**config.mk**
```make
export PLATFORM = sky130hd
export DESIGN_NAME = soc_top_verilator
export DESIGN_NICKNAME = d
export VERILOG_FILES = /design/src/design/soc_pkg.sv /design/src/design/jtag_tap.sv /design/src/design/periph_regs.sv /design/src/design/pwm_gen.sv /design/src/design/soc_top_verilator.sv /design/src/design/uart_rx.sv
export SDC_FILE = /design/constraint.sdc
export NUM_CORES = 1
export LEC_CHECK = 0
export BUFFER_PORTS_ARGS = -buffer_cell sky130_fd_sc_hd__buf_4
export CAP_MARGIN = 40
export CORE_ASPECT_RATIO = 1.4
export CORE_UTILIZATION = 33
export DETAILED_ROUTE_END_ITERATION = 10
export GPL_TIMING_DRIVEN = 0
export PLACE_DENSITY = 0.58
export SLEW_MARGIN = 10
export SYNTH_ARGS = -nofsm -noshare
export SYNTH_HDL_FRONTEND = slang
export SYNTH_SLANG_ARGS = --single-unit
```
**constraint.sdc**
```tcl
create_clock -name clock_i -period 3.2 [get_ports clock_i]
set_input_delay 0.48 -clock clock_i [delete_from_list [all_inputs] [get_ports clock_i]]
set_output_delay 0.48 -clock clock_i [all_outputs]
set_load 0.02 [all_outputs]
```
**src/design/soc_pkg.sv**
```systemverilog
package soc_pkg;

  // integer widths
  localparam int IR_WIDTH   = 5;
  localparam int DMI_WIDTH  = 41;
  localparam int GPIO_WIDTH = 20;

  // dmi scan word, request view at update, response view at capture
  typedef union packed {
    struct packed {
      logic [6:0]  addr;
      logic [31:0] data;
      logic [1:0]  op;
    } req;
    struct packed {
      logic [6:0]  unused;
      logic [31:0] data;
      logic [1:0]  resp;
    } rsp;
  } dmi_word_u;

  // dmi op codes
  localparam logic [1:0] DMI_OP_NOP   = 2'd0;
  localparam logic [1:0] DMI_OP_READ  = 2'd1;
  localparam logic [1:0] DMI_OP_WRITE = 2'd2;

  // dmi response codes
  localparam logic [1:0] DMI_RESP_OK  = 2'd0;
  localparam logic [1:0] DMI_RESP_ERR = 2'd2;

  // peripheral register map
  localparam logic [6:0] ADDR_GPIO_OUT   = 7'd0;
  localparam logic [6:0] ADDR_GPIO_IN    = 7'd1;
  localparam logic [6:0] ADDR_PWM_PERIOD = 7'd2;
  localparam logic [6:0] ADDR_PWM_DUTY   = 7'd3;
  localparam logic [6:0] ADDR_UART_DATA  = 7'd4;

  // jtag instruction codes
  localparam logic [IR_WIDTH-1:0] IR_IDCODE = 5'd1;
  localparam logic [IR_WIDTH-1:0] IR_DMI    = 5'd17;
  localparam logic [IR_WIDTH-1:0] IR_BYPASS = 5'd31;

endpackage

```
**src/design/jtag_tap.sv**
```systemverilog
`timescale 1ns/1ps

module jtag_tap #(
  parameter logic [31:0] JtagId = 32'h0000_0001
) (
  input  logic        clock_i,
  input  logic        rst_n_i,
  input  logic        tck_i,
  input  logic        tms_i,
  input  logic        tdi_i,
  input  logic        trst_n_i,
  output logic        tdo_o,
  output logic        req_o,
  output logic        we_o,
  output logic [6:0]  addr_o,
  output logic [31:0] wdata_o,
  input  logic        rvalid_i,
  input  logic [31:0] rdata_i,
  input  logic [1:0]  resp_i
);

  // tap states in the usual 1149.1 encoding
  localparam logic [3:0] TEST_LOGIC_RESET = 4'hf;
  localparam logic [3:0] RUN_TEST_IDLE    = 4'hc;
  localparam logic [3:0] SELECT_DR        = 4'h7;
  localparam logic [3:0] CAPTURE_DR       = 4'h6;
  localparam logic [3:0] SHIFT_DR         = 4'h2;
  localparam logic [3:0] EXIT1_DR         = 4'h1;
  localparam logic [3:0] PAUSE_DR         = 4'h3;
  localparam logic [3:0] EXIT2_DR         = 4'h0;
  localparam logic [3:0] UPDATE_DR        = 4'h5;
  localparam logic [3:0] SELECT_IR        = 4'h4;
  localparam logic [3:0] CAPTURE_IR       = 4'he;
  localparam logic [3:0] SHIFT_IR         = 4'ha;
  localparam logic [3:0] EXIT1_IR         = 4'h9;
  localparam logic [3:0] PAUSE_IR         = 4'hb;
  localparam logic [3:0] EXIT2_IR         = 4'h8;
  localparam logic [3:0] UPDATE_IR        = 4'hd;

  logic [3:0]                   pins_q1;
  logic [3:0]                   pins_q2;
  logic                         tck_q3;
  logic                         tck_rise;
  logic                         tck_fall;
  logic                         tms_s;
  logic                         tdi_s;
  logic                         trst_n_s;
  logic [3:0]                   state_q;
  logic [3:0]                   state_d;
  logic [soc_pkg::IR_WIDTH-1:0] ir_q;
  logic [soc_pkg::IR_WIDTH-1:0] ir_shift_q;
  soc_pkg::dmi_word_u           dr_q;
  soc_pkg::dmi_word_u           rsp_word;
  logic [31:0]                  rsp_data_q;
  logic [1:0]                   rsp_resp_q;
  logic                         dmi_go;

  // two-flop sync of all jtag pins, extra tck stage for edges
  always_ff @(posedge clock_i or negedge rst_n_i) begin
    if (!rst_n_i) begin
      pins_q1 <= '0;
      pins_q2 <= '0;
      tck_q3  <= 1'b0;
    end else begin
      pins_q1 <= {trst_n_i, tdi_i, tms_i, tck_i};
      pins_q2 <= pins_q1;
      tck_q3  <= pins_q2[0];
    end
  end

  assign tck_rise = pins_q2[0] & ~tck_q3;
  assign tck_fall = ~pins_q2[0] & tck_q3;
  assign tms_s    = pins_q2[1];
  assign tdi_s    = pins_q2[2];
  assign trst_n_s = pins_q2[3];

  // tap next state from tms
  always_comb begin
    case (state_q)
      TEST_LOGIC_RESET: state_d = tms_s ? TEST_LOGIC_RESET : RUN_TEST_IDLE;
      RUN_TEST_IDLE:    state_d = tms_s ? SELECT_DR : RUN_TEST_IDLE;
      SELECT_DR:        state_d = tms_s ? SELECT_IR : CAPTURE_DR;
      CAPTURE_DR:       state_d = tms_s ? EXIT1_DR : SHIFT_DR;
      SHIFT_DR:         state_d = tms_s ? EXIT1_DR : SHIFT_DR;
      EXIT1_DR:         state_d = tms_s ? UPDATE_DR : PAUSE_DR;
      PAUSE_DR:         state_d = tms_s ? EXIT2_DR : PAUSE_DR;
      EXIT2_DR:         state_d = tms_s ? UPDATE_DR : SHIFT_DR;
      UPDATE_DR:        state_d = tms_s ? SELECT_DR : RUN_TEST_IDLE;
      SELECT_IR:        state_d = tms_s ? TEST_LOGIC_RESET : CAPTURE_IR;
      CAPTURE_IR:       state_d = tms_s ? EXIT1_IR : SHIFT_IR;
      SHIFT_IR:         state_d = tms_s ? EXIT1_IR : SHIFT_IR;
      EXIT1_IR:         state_d = tms_s ? UPDATE_IR : PAUSE_IR;
      PAUSE_IR:         state_d = tms_s ? EXIT2_IR : PAUSE_IR;
      EXIT2_IR:         state_d = tms_s ? UPDATE_IR : SHIFT_IR;
      default:          state_d = tms_s ? SELECT_DR : RUN_TEST_IDLE;
    endcase
  end

  // response view built from the holding register
  always_comb begin
    rsp_word.rsp.unused = '0;
    rsp_word.rsp.data   = rsp_data_q;
    rsp_word.rsp.resp   = rsp_resp_q;
  end

  // bus request only for read or write ops entering update-dr
  assign dmi_go = tck_rise && (state_d == UPDATE_DR) && (ir_q == soc_pkg::IR_DMI) &&
                  ((dr_q.req.op == soc_pkg::DMI_OP_READ) ||
                   (dr_q.req.op == soc_pkg::DMI_OP_WRITE));

  always_ff @(posedge clock_i or negedge rst_n_i) begin
    if (!rst_n_i) begin
      state_q    <= TEST_LOGIC_RESET;
      ir_q       <= soc_pkg::IR_IDCODE;
      ir_shift_q <= '0;
      dr_q       <= '0;
      tdo_o      <= 1'b0;
    end else if (!trst_n_s) begin
      state_q <= TEST_LOGIC_RESET;
      ir_q    <= soc_pkg::IR_IDCODE;
      tdo_o   <= 1'b0;
    end else begin
      if (state_q == TEST_LOGIC_RESET) begin
        ir_q <= soc_pkg::IR_IDCODE;
      end
      if (tck_rise) begin
        state_q <= state_d;
        case (state_q)
          CAPTURE_IR: ir_shift_q <= 5'b00001;
          SHIFT_IR:   ir_shift_q <= {tdi_s, ir_shift_q[soc_pkg::IR_WIDTH-1:1]};
          CAPTURE_DR: begin
            // capture source picked by the instruction
            case (ir_q)
              soc_pkg::IR_IDCODE: dr_q <= {9'b0, JtagId};
              soc_pkg::IR_DMI:    dr_q <= rsp_word;
              default:            dr_q <= '0;
            endcase
          end
          SHIFT_DR: begin
            // shift length follows the selected register
            case (ir_q)
              soc_pkg::IR_DMI:    dr_q <= {tdi_s, dr_q[soc_pkg::DMI_WIDTH-1:1]};
              soc_pkg::IR_IDCODE: dr_q <= {9'b0, tdi_s, dr_q[31:1]};
              default:            dr_q <= {40'b0, tdi_s};
            endcase
          end
          default: ;
        endcase
        if (state_d == UPDATE_IR) begin
          ir_q <= ir_shift_q;
        end
      end
      // tdo moves on the falling edge only
      if (tck_fall) begin
        if (state_q == SHIFT_DR) begin
          tdo_o <= dr_q[0];
        end else if (state_q == SHIFT_IR) begin
          tdo_o <= ir_shift_q[0];
        end else begin
          tdo_o <= 1'b0;
        end
      end
    end
  end

  // request strobe, payload held until the next update
  always_ff @(posedge clock_i or negedge rst_n_i) begin
    if (!rst_n_i) begin
      req_o <= 1'b0;
    end else begin
      req_o <= dmi_go;
    end
  end

  always_ff @(posedge clock_i) begin
    if (dmi_go) begin
      we_o    <= (dr_q.req.op == soc_pkg::DMI_OP_WRITE);
      addr_o  <= dr_q.req.addr;
      wdata_o <= dr_q.req.data;
    end
  end

  // last answer kept for the next dmi capture
  always_ff @(posedge clock_i or negedge rst_n_i) begin
    if (!rst_n_i) begin
      rsp_data_q <= '0;
      rsp_resp_q <= soc_pkg::DMI_RESP_OK;
    end else if (rvalid_i) begin
      rsp_data_q <= rdata_i;
      rsp_resp_q <= resp_i;
    end
  end

endmodule

```
**src/design/periph_regs.sv**
```systemverilog
`timescale 1ns/1ps

module periph_regs #(
  parameter int PwmWidth   = 16,
  parameter int ClksPerBit = 8
) (
  input  logic                           clock_i,
  input  logic                           rst_n_i,
  input  logic                           req_i,
  input  logic                           we_i,
  input  logic [6:0]                     addr_i,
  input  logic [31:0]                    wdata_i,
  output logic                           rvalid_o,
  output logic [31:0]                    rdata_o,
  output logic [1:0]                     resp_o,
  input  logic [soc_pkg::GPIO_WIDTH-1:0] gpio_i,
  output logic [soc_pkg::GPIO_WIDTH-1:0] gpio_o,
  input  logic                           uart_rx_i,
  output logic                           pwm_o
);

  logic [soc_pkg::GPIO_WIDTH-1:0] gpio_in_q1;
  logic [soc_pkg::GPIO_WIDTH-1:0] gpio_in_q2;
  logic [PwmWidth-1:0]            period_q;
  logic [PwmWidth-1:0]            duty_q;
  logic                           uart_done;
  logic [7:0]                     uart_data;
  logic                           uart_valid_q;
  logic                           addr_known;
  logic                           uart_read;
  logic [31:0]                    rdata_d;

  // map ends at the uart data register
  assign addr_known = (addr_i <= soc_pkg::ADDR_UART_DATA);
  assign uart_read  = req_i && !we_i && (addr_i == soc_pkg::ADDR_UART_DATA);

  // gpio inputs come from outside, sync them
  always_ff @(posedge clock_i) begin
    gpio_in_q1 <= gpio_i;
    gpio_in_q2 <= gpio_in_q1;
  end

  // read mux
  always_comb begin
    case (addr_i)
      soc_pkg::ADDR_GPIO_OUT:   rdata_d = 32'(gpio_o);
      soc_pkg::ADDR_GPIO_IN:    rdata_d = 32'(gpio_in_q2);
      soc_pkg::ADDR_PWM_PERIOD: rdata_d = 32'(period_q);
      soc_pkg::ADDR_PWM_DUTY:   rdata_d = 32'(duty_q);
      soc_pkg::ADDR_UART_DATA:  rdata_d = {23'b0, uart_valid_q, uart_data};
      default:                  rdata_d = '0;
    endcase
  end

  // writable registers, read-only addresses ignore writes
  always_ff @(posedge clock_i or negedge rst_n_i) begin
    if (!rst_n_i) begin
      gpio_o   <= '0;
      period_q <= '0;
      duty_q   <= '0;
    end else if (req_i && we_i) begin
      case (addr_i)
        soc_pkg::ADDR_GPIO_OUT:   gpio_o   <= wdata_i[soc_pkg::GPIO_WIDTH-1:0];
        soc_pkg::ADDR_PWM_PERIOD: period_q <= wdata_i[PwmWidth-1:0];
        soc_pkg::ADDR_PWM_DUTY:   duty_q   <= wdata_i[PwmWidth-1:0];
        default: ;
      endcase
    end
  end

  // answer one cycle after the request
  always_ff @(posedge clock_i or negedge rst_n_i) begin
    if (!rst_n_i) begin
      rvalid_o <= 1'b0;
    end else begin
      rvalid_o <= req_i;
    end
  end

  always_ff @(posedge clock_i) begin
    if (req_i) begin
      rdata_o <= we_i ? 32'b0 : rdata_d;
      resp_o  <= addr_known ? soc_pkg::DMI_RESP_OK : soc_pkg::DMI_RESP_ERR;
    end
  end

  // uart valid flag, a new byte wins over a clearing read
  always_ff @(posedge clock_i or negedge rst_n_i) begin
    if (!rst_n_i) begin
      uart_valid_q <= 1'b0;
    end else if (uart_done) begin
      uart_valid_q <= 1'b1;
    end else if (uart_read) begin
      uart_valid_q <= 1'b0;
    end
  end

  pwm_gen #(
    .PwmWidth (PwmWidth)
  ) u_pwm (
    .clock_i  (clock_i),
    .rst_n_i  (rst_n_i),
    .period_i (period_q),
    .duty_i   (duty_q),
    .pwm_o    (pwm_o)
  );

  uart_rx #(
    .ClksPerBit (ClksPerBit)
  ) u_uart_rx (
    .clock_i (clock_i),
    .rst_n_i (rst_n_i),
    .rx_i    (uart_rx_i),
    .done_o  (uart_done),
    .data_o  (uart_data)
  );

endmodule

```
**src/design/pwm_gen.sv**
```systemverilog
`timescale 1ns/1ps

module pwm_gen #(
  parameter int PwmWidth = 16
) (
  input  logic                clock_i,
  input  logic                rst_n_i,
  input  logic [PwmWidth-1:0] period_i,
  input  logic [PwmWidth-1:0] duty_i,
  output logic                pwm_o
);

  logic [PwmWidth-1:0] cnt_q;
  logic [PwmWidth-1:0] period_q;
  logic                wrap;

  // zero period wraps every cycle so a new period is picked up at once
  assign wrap = (period_q == '0) || (cnt_q == period_q - 1'b1);

  // period only reloads at the wrap
  always_ff @(posedge clock_i or negedge rst_n_i) begin
    if (!rst_n_i) begin
      cnt_q    <= '0;
      period_q <= '0;
    end else if (wrap) begin
      cnt_q    <= '0;
      period_q <= period_i;
    end else begin
      cnt_q <= cnt_q + 1'b1;
    end
  end

  // high below duty, low whenever a period is zero
  assign pwm_o = (period_i != '0) && (period_q != '0) && (cnt_q < duty_i);

endmodule

```
**src/design/soc_top_verilator.sv**
```systemverilog
`timescale 1ns/1ps

module soc_top_verilator #(
  parameter int PwmWidth   = 16,
  parameter int ClksPerBit = 8
) (
  input  logic                           clock_i,
  input  logic                           rst_n_i,
  input  logic                           jtag_tck_i,
  input  logic                           jtag_tms_i,
  input  logic                           jtag_tdi_i,
  input  logic                           jtag_trst_n_i,
  output logic                           jtag_tdo_o,
  input  logic [soc_pkg::GPIO_WIDTH-1:0] gpio_i,
  output logic [soc_pkg::GPIO_WIDTH-1:0] gpio_o,
  input  logic                           uart_rx_i,
  output logic                           pwm_o
);

  // idcode fields: version, part number, manufacturer, fixed one
  localparam logic [31:0] JtagIdcode = {
    4'h0,
    16'h5053,
    11'h2b7,
    1'b1
  };

  // debug bus between tap and peripherals
  logic        bus_req;
  logic        bus_we;
  logic [6:0]  bus_addr;
  logic [31:0] bus_wdata;
  logic        bus_rvalid;
  logic [31:0] bus_rdata;
  logic [1:0]  bus_resp;

  jtag_tap #(
    .JtagId (JtagIdcode)
  ) u_tap (
    .clock_i  (clock_i),
    .rst_n_i  (rst_n_i),
    .tck_i    (jtag_tck_i),
    .tms_i    (jtag_tms_i),
    .tdi_i    (jtag_tdi_i),
    .trst_n_i (jtag_trst_n_i),
    .tdo_o    (jtag_tdo_o),
    .req_o    (bus_req),
    .we_o     (bus_we),
    .addr_o   (bus_addr),
    .wdata_o  (bus_wdata),
    .rvalid_i (bus_rvalid),
    .rdata_i  (bus_rdata),
    .resp_i   (bus_resp)
  );

  periph_regs #(
    .PwmWidth   (PwmWidth),
    .ClksPerBit (ClksPerBit)
  ) u_periph (
    .clock_i   (clock_i),
    .rst_n_i   (rst_n_i),
    .req_i     (bus_req),
    .we_i      (bus_we),
    .addr_i    (bus_addr),
    .wdata_i   (bus_wdata),
    .rvalid_o  (bus_rvalid),
    .rdata_o   (bus_rdata),
    .resp_o    (bus_resp),
    .gpio_i    (gpio_i),
    .gpio_o    (gpio_o),
    .uart_rx_i (uart_rx_i),
    .pwm_o     (pwm_o)
  );

endmodule

```
**src/design/uart_rx.sv**
```systemverilog
`timescale 1ns/1ps

module uart_rx #(
  parameter int ClksPerBit = 8
) (
  input  logic       clock_i,
  input  logic       rst_n_i,
  input  logic       rx_i,
  output logic       done_o,
  output logic [7:0] data_o
);

  localparam int CntW = $clog2(ClksPerBit + 1);

  // receiver states
  localparam logic [1:0] ST_IDLE  = 2'd0;
  localparam logic [1:0] ST_START = 2'd1;
  localparam logic [1:0] ST_DATA  = 2'd2;
  localparam logic [1:0] ST_STOP  = 2'd3;

  logic            rx_q1;
  logic            rx_q2;
  logic [1:0]      state_q;
  logic [CntW-1:0] cnt_q;
  logic [2:0]      bit_idx_q;
  logic [7:0]      shift_q;
  logic            bit_end;
  logic            half_bit;

  assign bit_end  = (cnt_q == CntW'(ClksPerBit - 1));
  assign half_bit = (cnt_q == CntW'(ClksPerBit / 2 - 1));

  // line idles high
  always_ff @(posedge clock_i or negedge rst_n_i) begin
    if (!rst_n_i) begin
      rx_q1 <= 1'b1;
      rx_q2 <= 1'b1;
    end else begin
      rx_q1 <= rx_i;
      rx_q2 <= rx_q1;
    end
  end

  always_ff @(posedge clock_i or negedge rst_n_i) begin
    if (!rst_n_i) begin
      state_q   <= ST_IDLE;
      cnt_q     <= '0;
      bit_idx_q <= '0;
      done_o    <= 1'b0;
    end else begin
      done_o <= 1'b0;
      cnt_q  <= cnt_q + 1'b1;
      case (state_q)
        ST_IDLE: begin
          cnt_q <= '0;
          if (!rx_q2) begin
            state_q <= ST_START;
          end
        end
        // recheck start at half a bit, a glitch goes back to idle
        ST_START: begin
          if (half_bit) begin
            cnt_q     <= '0;
            bit_idx_q <= '0;
            state_q   <= rx_q2 ? ST_IDLE : ST_DATA;
          end
        end
        // lsb first, sampled mid-bit
        ST_DATA: begin
          if (bit_end) begin
            cnt_q     <= '0;
            bit_idx_q <= bit_idx_q + 1'b1;
            if (bit_idx_q == 3'd7) begin
              state_q <= ST_STOP;
            end
          end
        end
        default: begin
          // bad stop bit drops the frame
          if (bit_end) begin
            state_q <= ST_IDLE;
            done_o  <= rx_q2;
          end
        end
      endcase
    end
  end

  // data path, holding register overwritten by every good frame
  always_ff @(posedge clock_i) begin
    if (state_q == ST_DATA && bit_end) begin
      shift_q <= {rx_q2, shift_q[7:1]};
    end
    if (state_q == ST_STOP && bit_end && rx_q2) begin
      data_o <= shift_q;
    end
  end

endmodule

```
==> impl_metrics.csv <==
group,metric,value,unit
synthesis,ys.flop_type,"dfrtp_1",
sta,fin_skew,0.01771,ns
route,via_per_inst,5.009,
finish,finalNetCount,1133,
global_route,gr-usage-all-layers,15.33,%
finish,multi_input_area,0.004279,sq mm
setup_path,cp_max_fo,7,
global_route,grt_pass1_vias,8109,
global_route,antenna_found_initial,0,
sta,whs,0.02524,ns
sta,post-route-period-util,98.05,%
synthesis,avgSynthCellArea,12.19,sq um
pwr,p_per_area,548.7,mW/mm^2
clocking,clkSlewWorstSetupHoldPaths,0.06,ns
clocking,worstSkewPairLatency,0.56,ns
setup_path,path_class,"reg -> reg",
floorplan,die_y,227.0,microns
worst_hold_path,worstHoldPathType,"in -> reg",
setup_path,required,3.64,ns
finish,drive_gt1_share,19.04,%
synthesis,seq_area_frac_synth,61.94,%
floorplan,die_w,162.7,microns
finish,num_antenna_cells,0,
global_route,grt_overflow_total,0,
sta,max_freq,0.3187,GHz
setup_path,end_kind,"flop",
global_route,grt_first_pass_wirelength,44.10,mm
floorplan,rows,82,
route,dr.pass1.iters,7,
clocking,numClockSinks,290,
route,routedWlPerCell,17.65,microns
floorplan,core_area,0.03570,sq mm
sta,worst_slack,0.06245,ns
synthesis,synth_cells,979,
clocking,ctsRootBufferMaster,"clkbuf_16",
synthesis,synth_area,0.01193,sq mm
flow_run,cap_viol_max_count,0,
sta,rsz0062_at_grt,"false",
synthesis,ys_ff_latch,290,
placed_design,gp_congestion,0.8258,
synthesis,synth_nets,1027,
finish,syn_to_final_growth,19.36,%
pwr,p_leak,6.099,nW
sta,finalSetupViolations,0,
floorplan,initial_core_util,33.42,%
pwr,irDropWorstVdd,0.3656,mV
route,first_iter_violations,492,
finish,fill_cells,3416,
sta,slew_headroom,41.40,%
clocking,cts_buffer_depth,3,
clocking,htree_levels,1,
route,dr_total_vias,7864,
synthesis,yosys_warnings,0,
outcome,failed_checks,"design-rule violations",
floorplan,floorplan.die_area,0.03693,sq mm
outcome,status,"finished with violations",
placed_design,place_ws,-0.2895,ns
sta,final-max-slew-violation-count,0,
clocking,cts_made_buffers,29,
global_route,grt_max_degree,71,
sta,finalHoldViolCount,0,
synthesis,async_flop_share,63.79,%
sta,worstMarginPinSlew,0.8717,ns
route,ant_nets,0,
finish,final-seq-area,0.007396,sq mm
finish,final_cell_mix,"dfrtp_1, nand2_1, o21ai_0",
clocking,cts_tree,"built",
synthesis,synthDistinctLibCells,59,
finish,layout_commonest_cell,"dfrtp_1",
placed_design,port_buffers,48,
sta,period_needed,3.138,ns
setup_path,crit_arrival,3.57,ns
route,route.detailed.drc,1,
placed_design,dp_hpwl,19.81,mm
floorplan,io_pins,49,
synthesis,synth_edf_count,65,
route,drt-total-wl,27.71,mm
setup_path,worstSetupStartpointType,"flop",
-- cell families after synthesis --
kind of cell	count (synthesis)	synth area share, %
xor gates and xnor gates	29	2.129
muxes	85	8.526
DFF	290	61.94
and+or+nand+nor	278	11.77
adders and majority gates	21	2.202
AOI/OAI and AO/OA	195	10.69
buffers and inverters	81	2.747
-- layout make-up --
type | count | share of cell area [%]
Multi-Input combinational cell | 608 | 30.05
Buffer | 54 | 1.608
Clock inverter | 10 | 0.7819
Clock buffer | 44 | 6.212
Tap cell | 462 | 4.059
Timing Repair Buffer | 76 | 4.674
Sequential cell | 290 | 51.93
Inverter | 26 | 0.6853
-- worst max-delay path, cell delays in order, from the launching register on --
cell and delay, ns:
dfrtp_2 0.47, or4b_2 0.66, or4_1 0.42, and3_4 0.18
a2111oi_4 0.37, o211ai_2 0.22, o21ai_4 0.22, buf_6 0.15
mux2_1 0.32
-- through the flow --
stage	utilization, %	cells	instance area (sq um)	TNS, ns	total power, mW
finish	39.89	1570	14240	0	7.814
CTS	39.68	1565	14170	0	7.922
detailed placement	36.44	1497	13010	-4.682	4.379
global placement	36.05	1489	12870	-21.92	4.351
floorplan	-	979	11930	0	4.219
global route	39.89	1570	14240	0	8.110
-- per-layer routing --
| layer | track usage [%] | wire length [microns] | up-vias |
|---|---|---|---|
| met5 | 0 | 0 | - |
| met4 | 6.180 | 914 | 0 |
| met3 | 1.931 | 894 | 55 |
| met2 | 28.87 | 14890 | 137 |
| met1 | 17.29 | 11010 | 3928 |
| li1 | - | - | 3744 |
-- state kept, by name (all words and copies together), names as in the netlist, 20 cells and up --
signal               count
u_periph.gpio_in_q1     20
u_tap.dr_q              41
u_periph.gpio_in_q2     20
u_tap.rsp_data_q        20
u_tap.wdata_o           20
u_periph.rdata_o        20
u_periph.gpio_o         20
-- power breakdown --
part | switching, mW | internal (mW) | total [mW] | leakage (nW)
Sequential | 0.0664 | 3.88 | 3.95 | 3.48
Clock | 1.43 | 2.07 | 3.50 | 0.491
Combinational | 0.219 | 0.143 | 0.362 | 2.13
-- path summary, 6_finish.rpt --
check | from | endpoint | slack, ns | depth (start not counted)
worst max-delay path | u_periph.u_pwm.period_q[7] | u_periph.u_pwm.period_q[4] | 0.06 | 8
min in group asynchronous | rst_n_i | u_periph.u_pwm.cnt_q[11] | 0.44 | 2
max in group asynchronous | rst_n_i | u_periph.u_pwm.period_q[4] | 2.03 | 3
worst max register to register | u_periph.u_pwm.period_q[7] | u_periph.u_pwm.period_q[4] | 0.06 | 8
worst min register to register | u_periph.gpio_in_q1[5] | u_periph.gpio_in_q2[5] | 0.33 | 0
worst min-delay path | gpio_i[11] | u_periph.gpio_in_q1[11] | 0.03 | 1
-- cell usage after synthesis, drive strengths merged, types with 13 or more instances --
| cell | count | area (sq um) |
|---|---|---|
| dfxtp | 40 | 800.8 |
| inv | 26 | 97.59 |
| a22o | 20 | 175.2 |
| edfxtp | 65 | 1952 |
| nor2b | 16 | 100.1 |
| clkbuf | 47 | 177.7 |
| nand3b | 13 | 97.59 |
| nor2 | 46 | 172.7 |
| a22oi | 19 | 142.6 |
| o21ai | 73 | 376.6 |
| nand2 | 101 | 379.1 |
| o31ai | 15 | 112.6 |
| nand3 | 19 | 95.09 |
| xor2 | 19 | 166.4 |
| dfrtp | 178 | 4454 |
| ha | 21 | 262.8 |
| a21oi | 28 | 140.1 |
| mux2i | 15 | 150.1 |
| mux2 | 63 | 709.4 |
-- repair_timing --
action | in CTS | in global routing
setup buffers | 3 | 6
hold endpoints to repair | 61 | 0
endpoints found under the setup margin | 33 | 23
cloned | 0 | 0
resized for setup | 5 | 12
pin swaps | 4 | 5
hold buffers | 11 | 0
(Power assumes the default switching activity.)
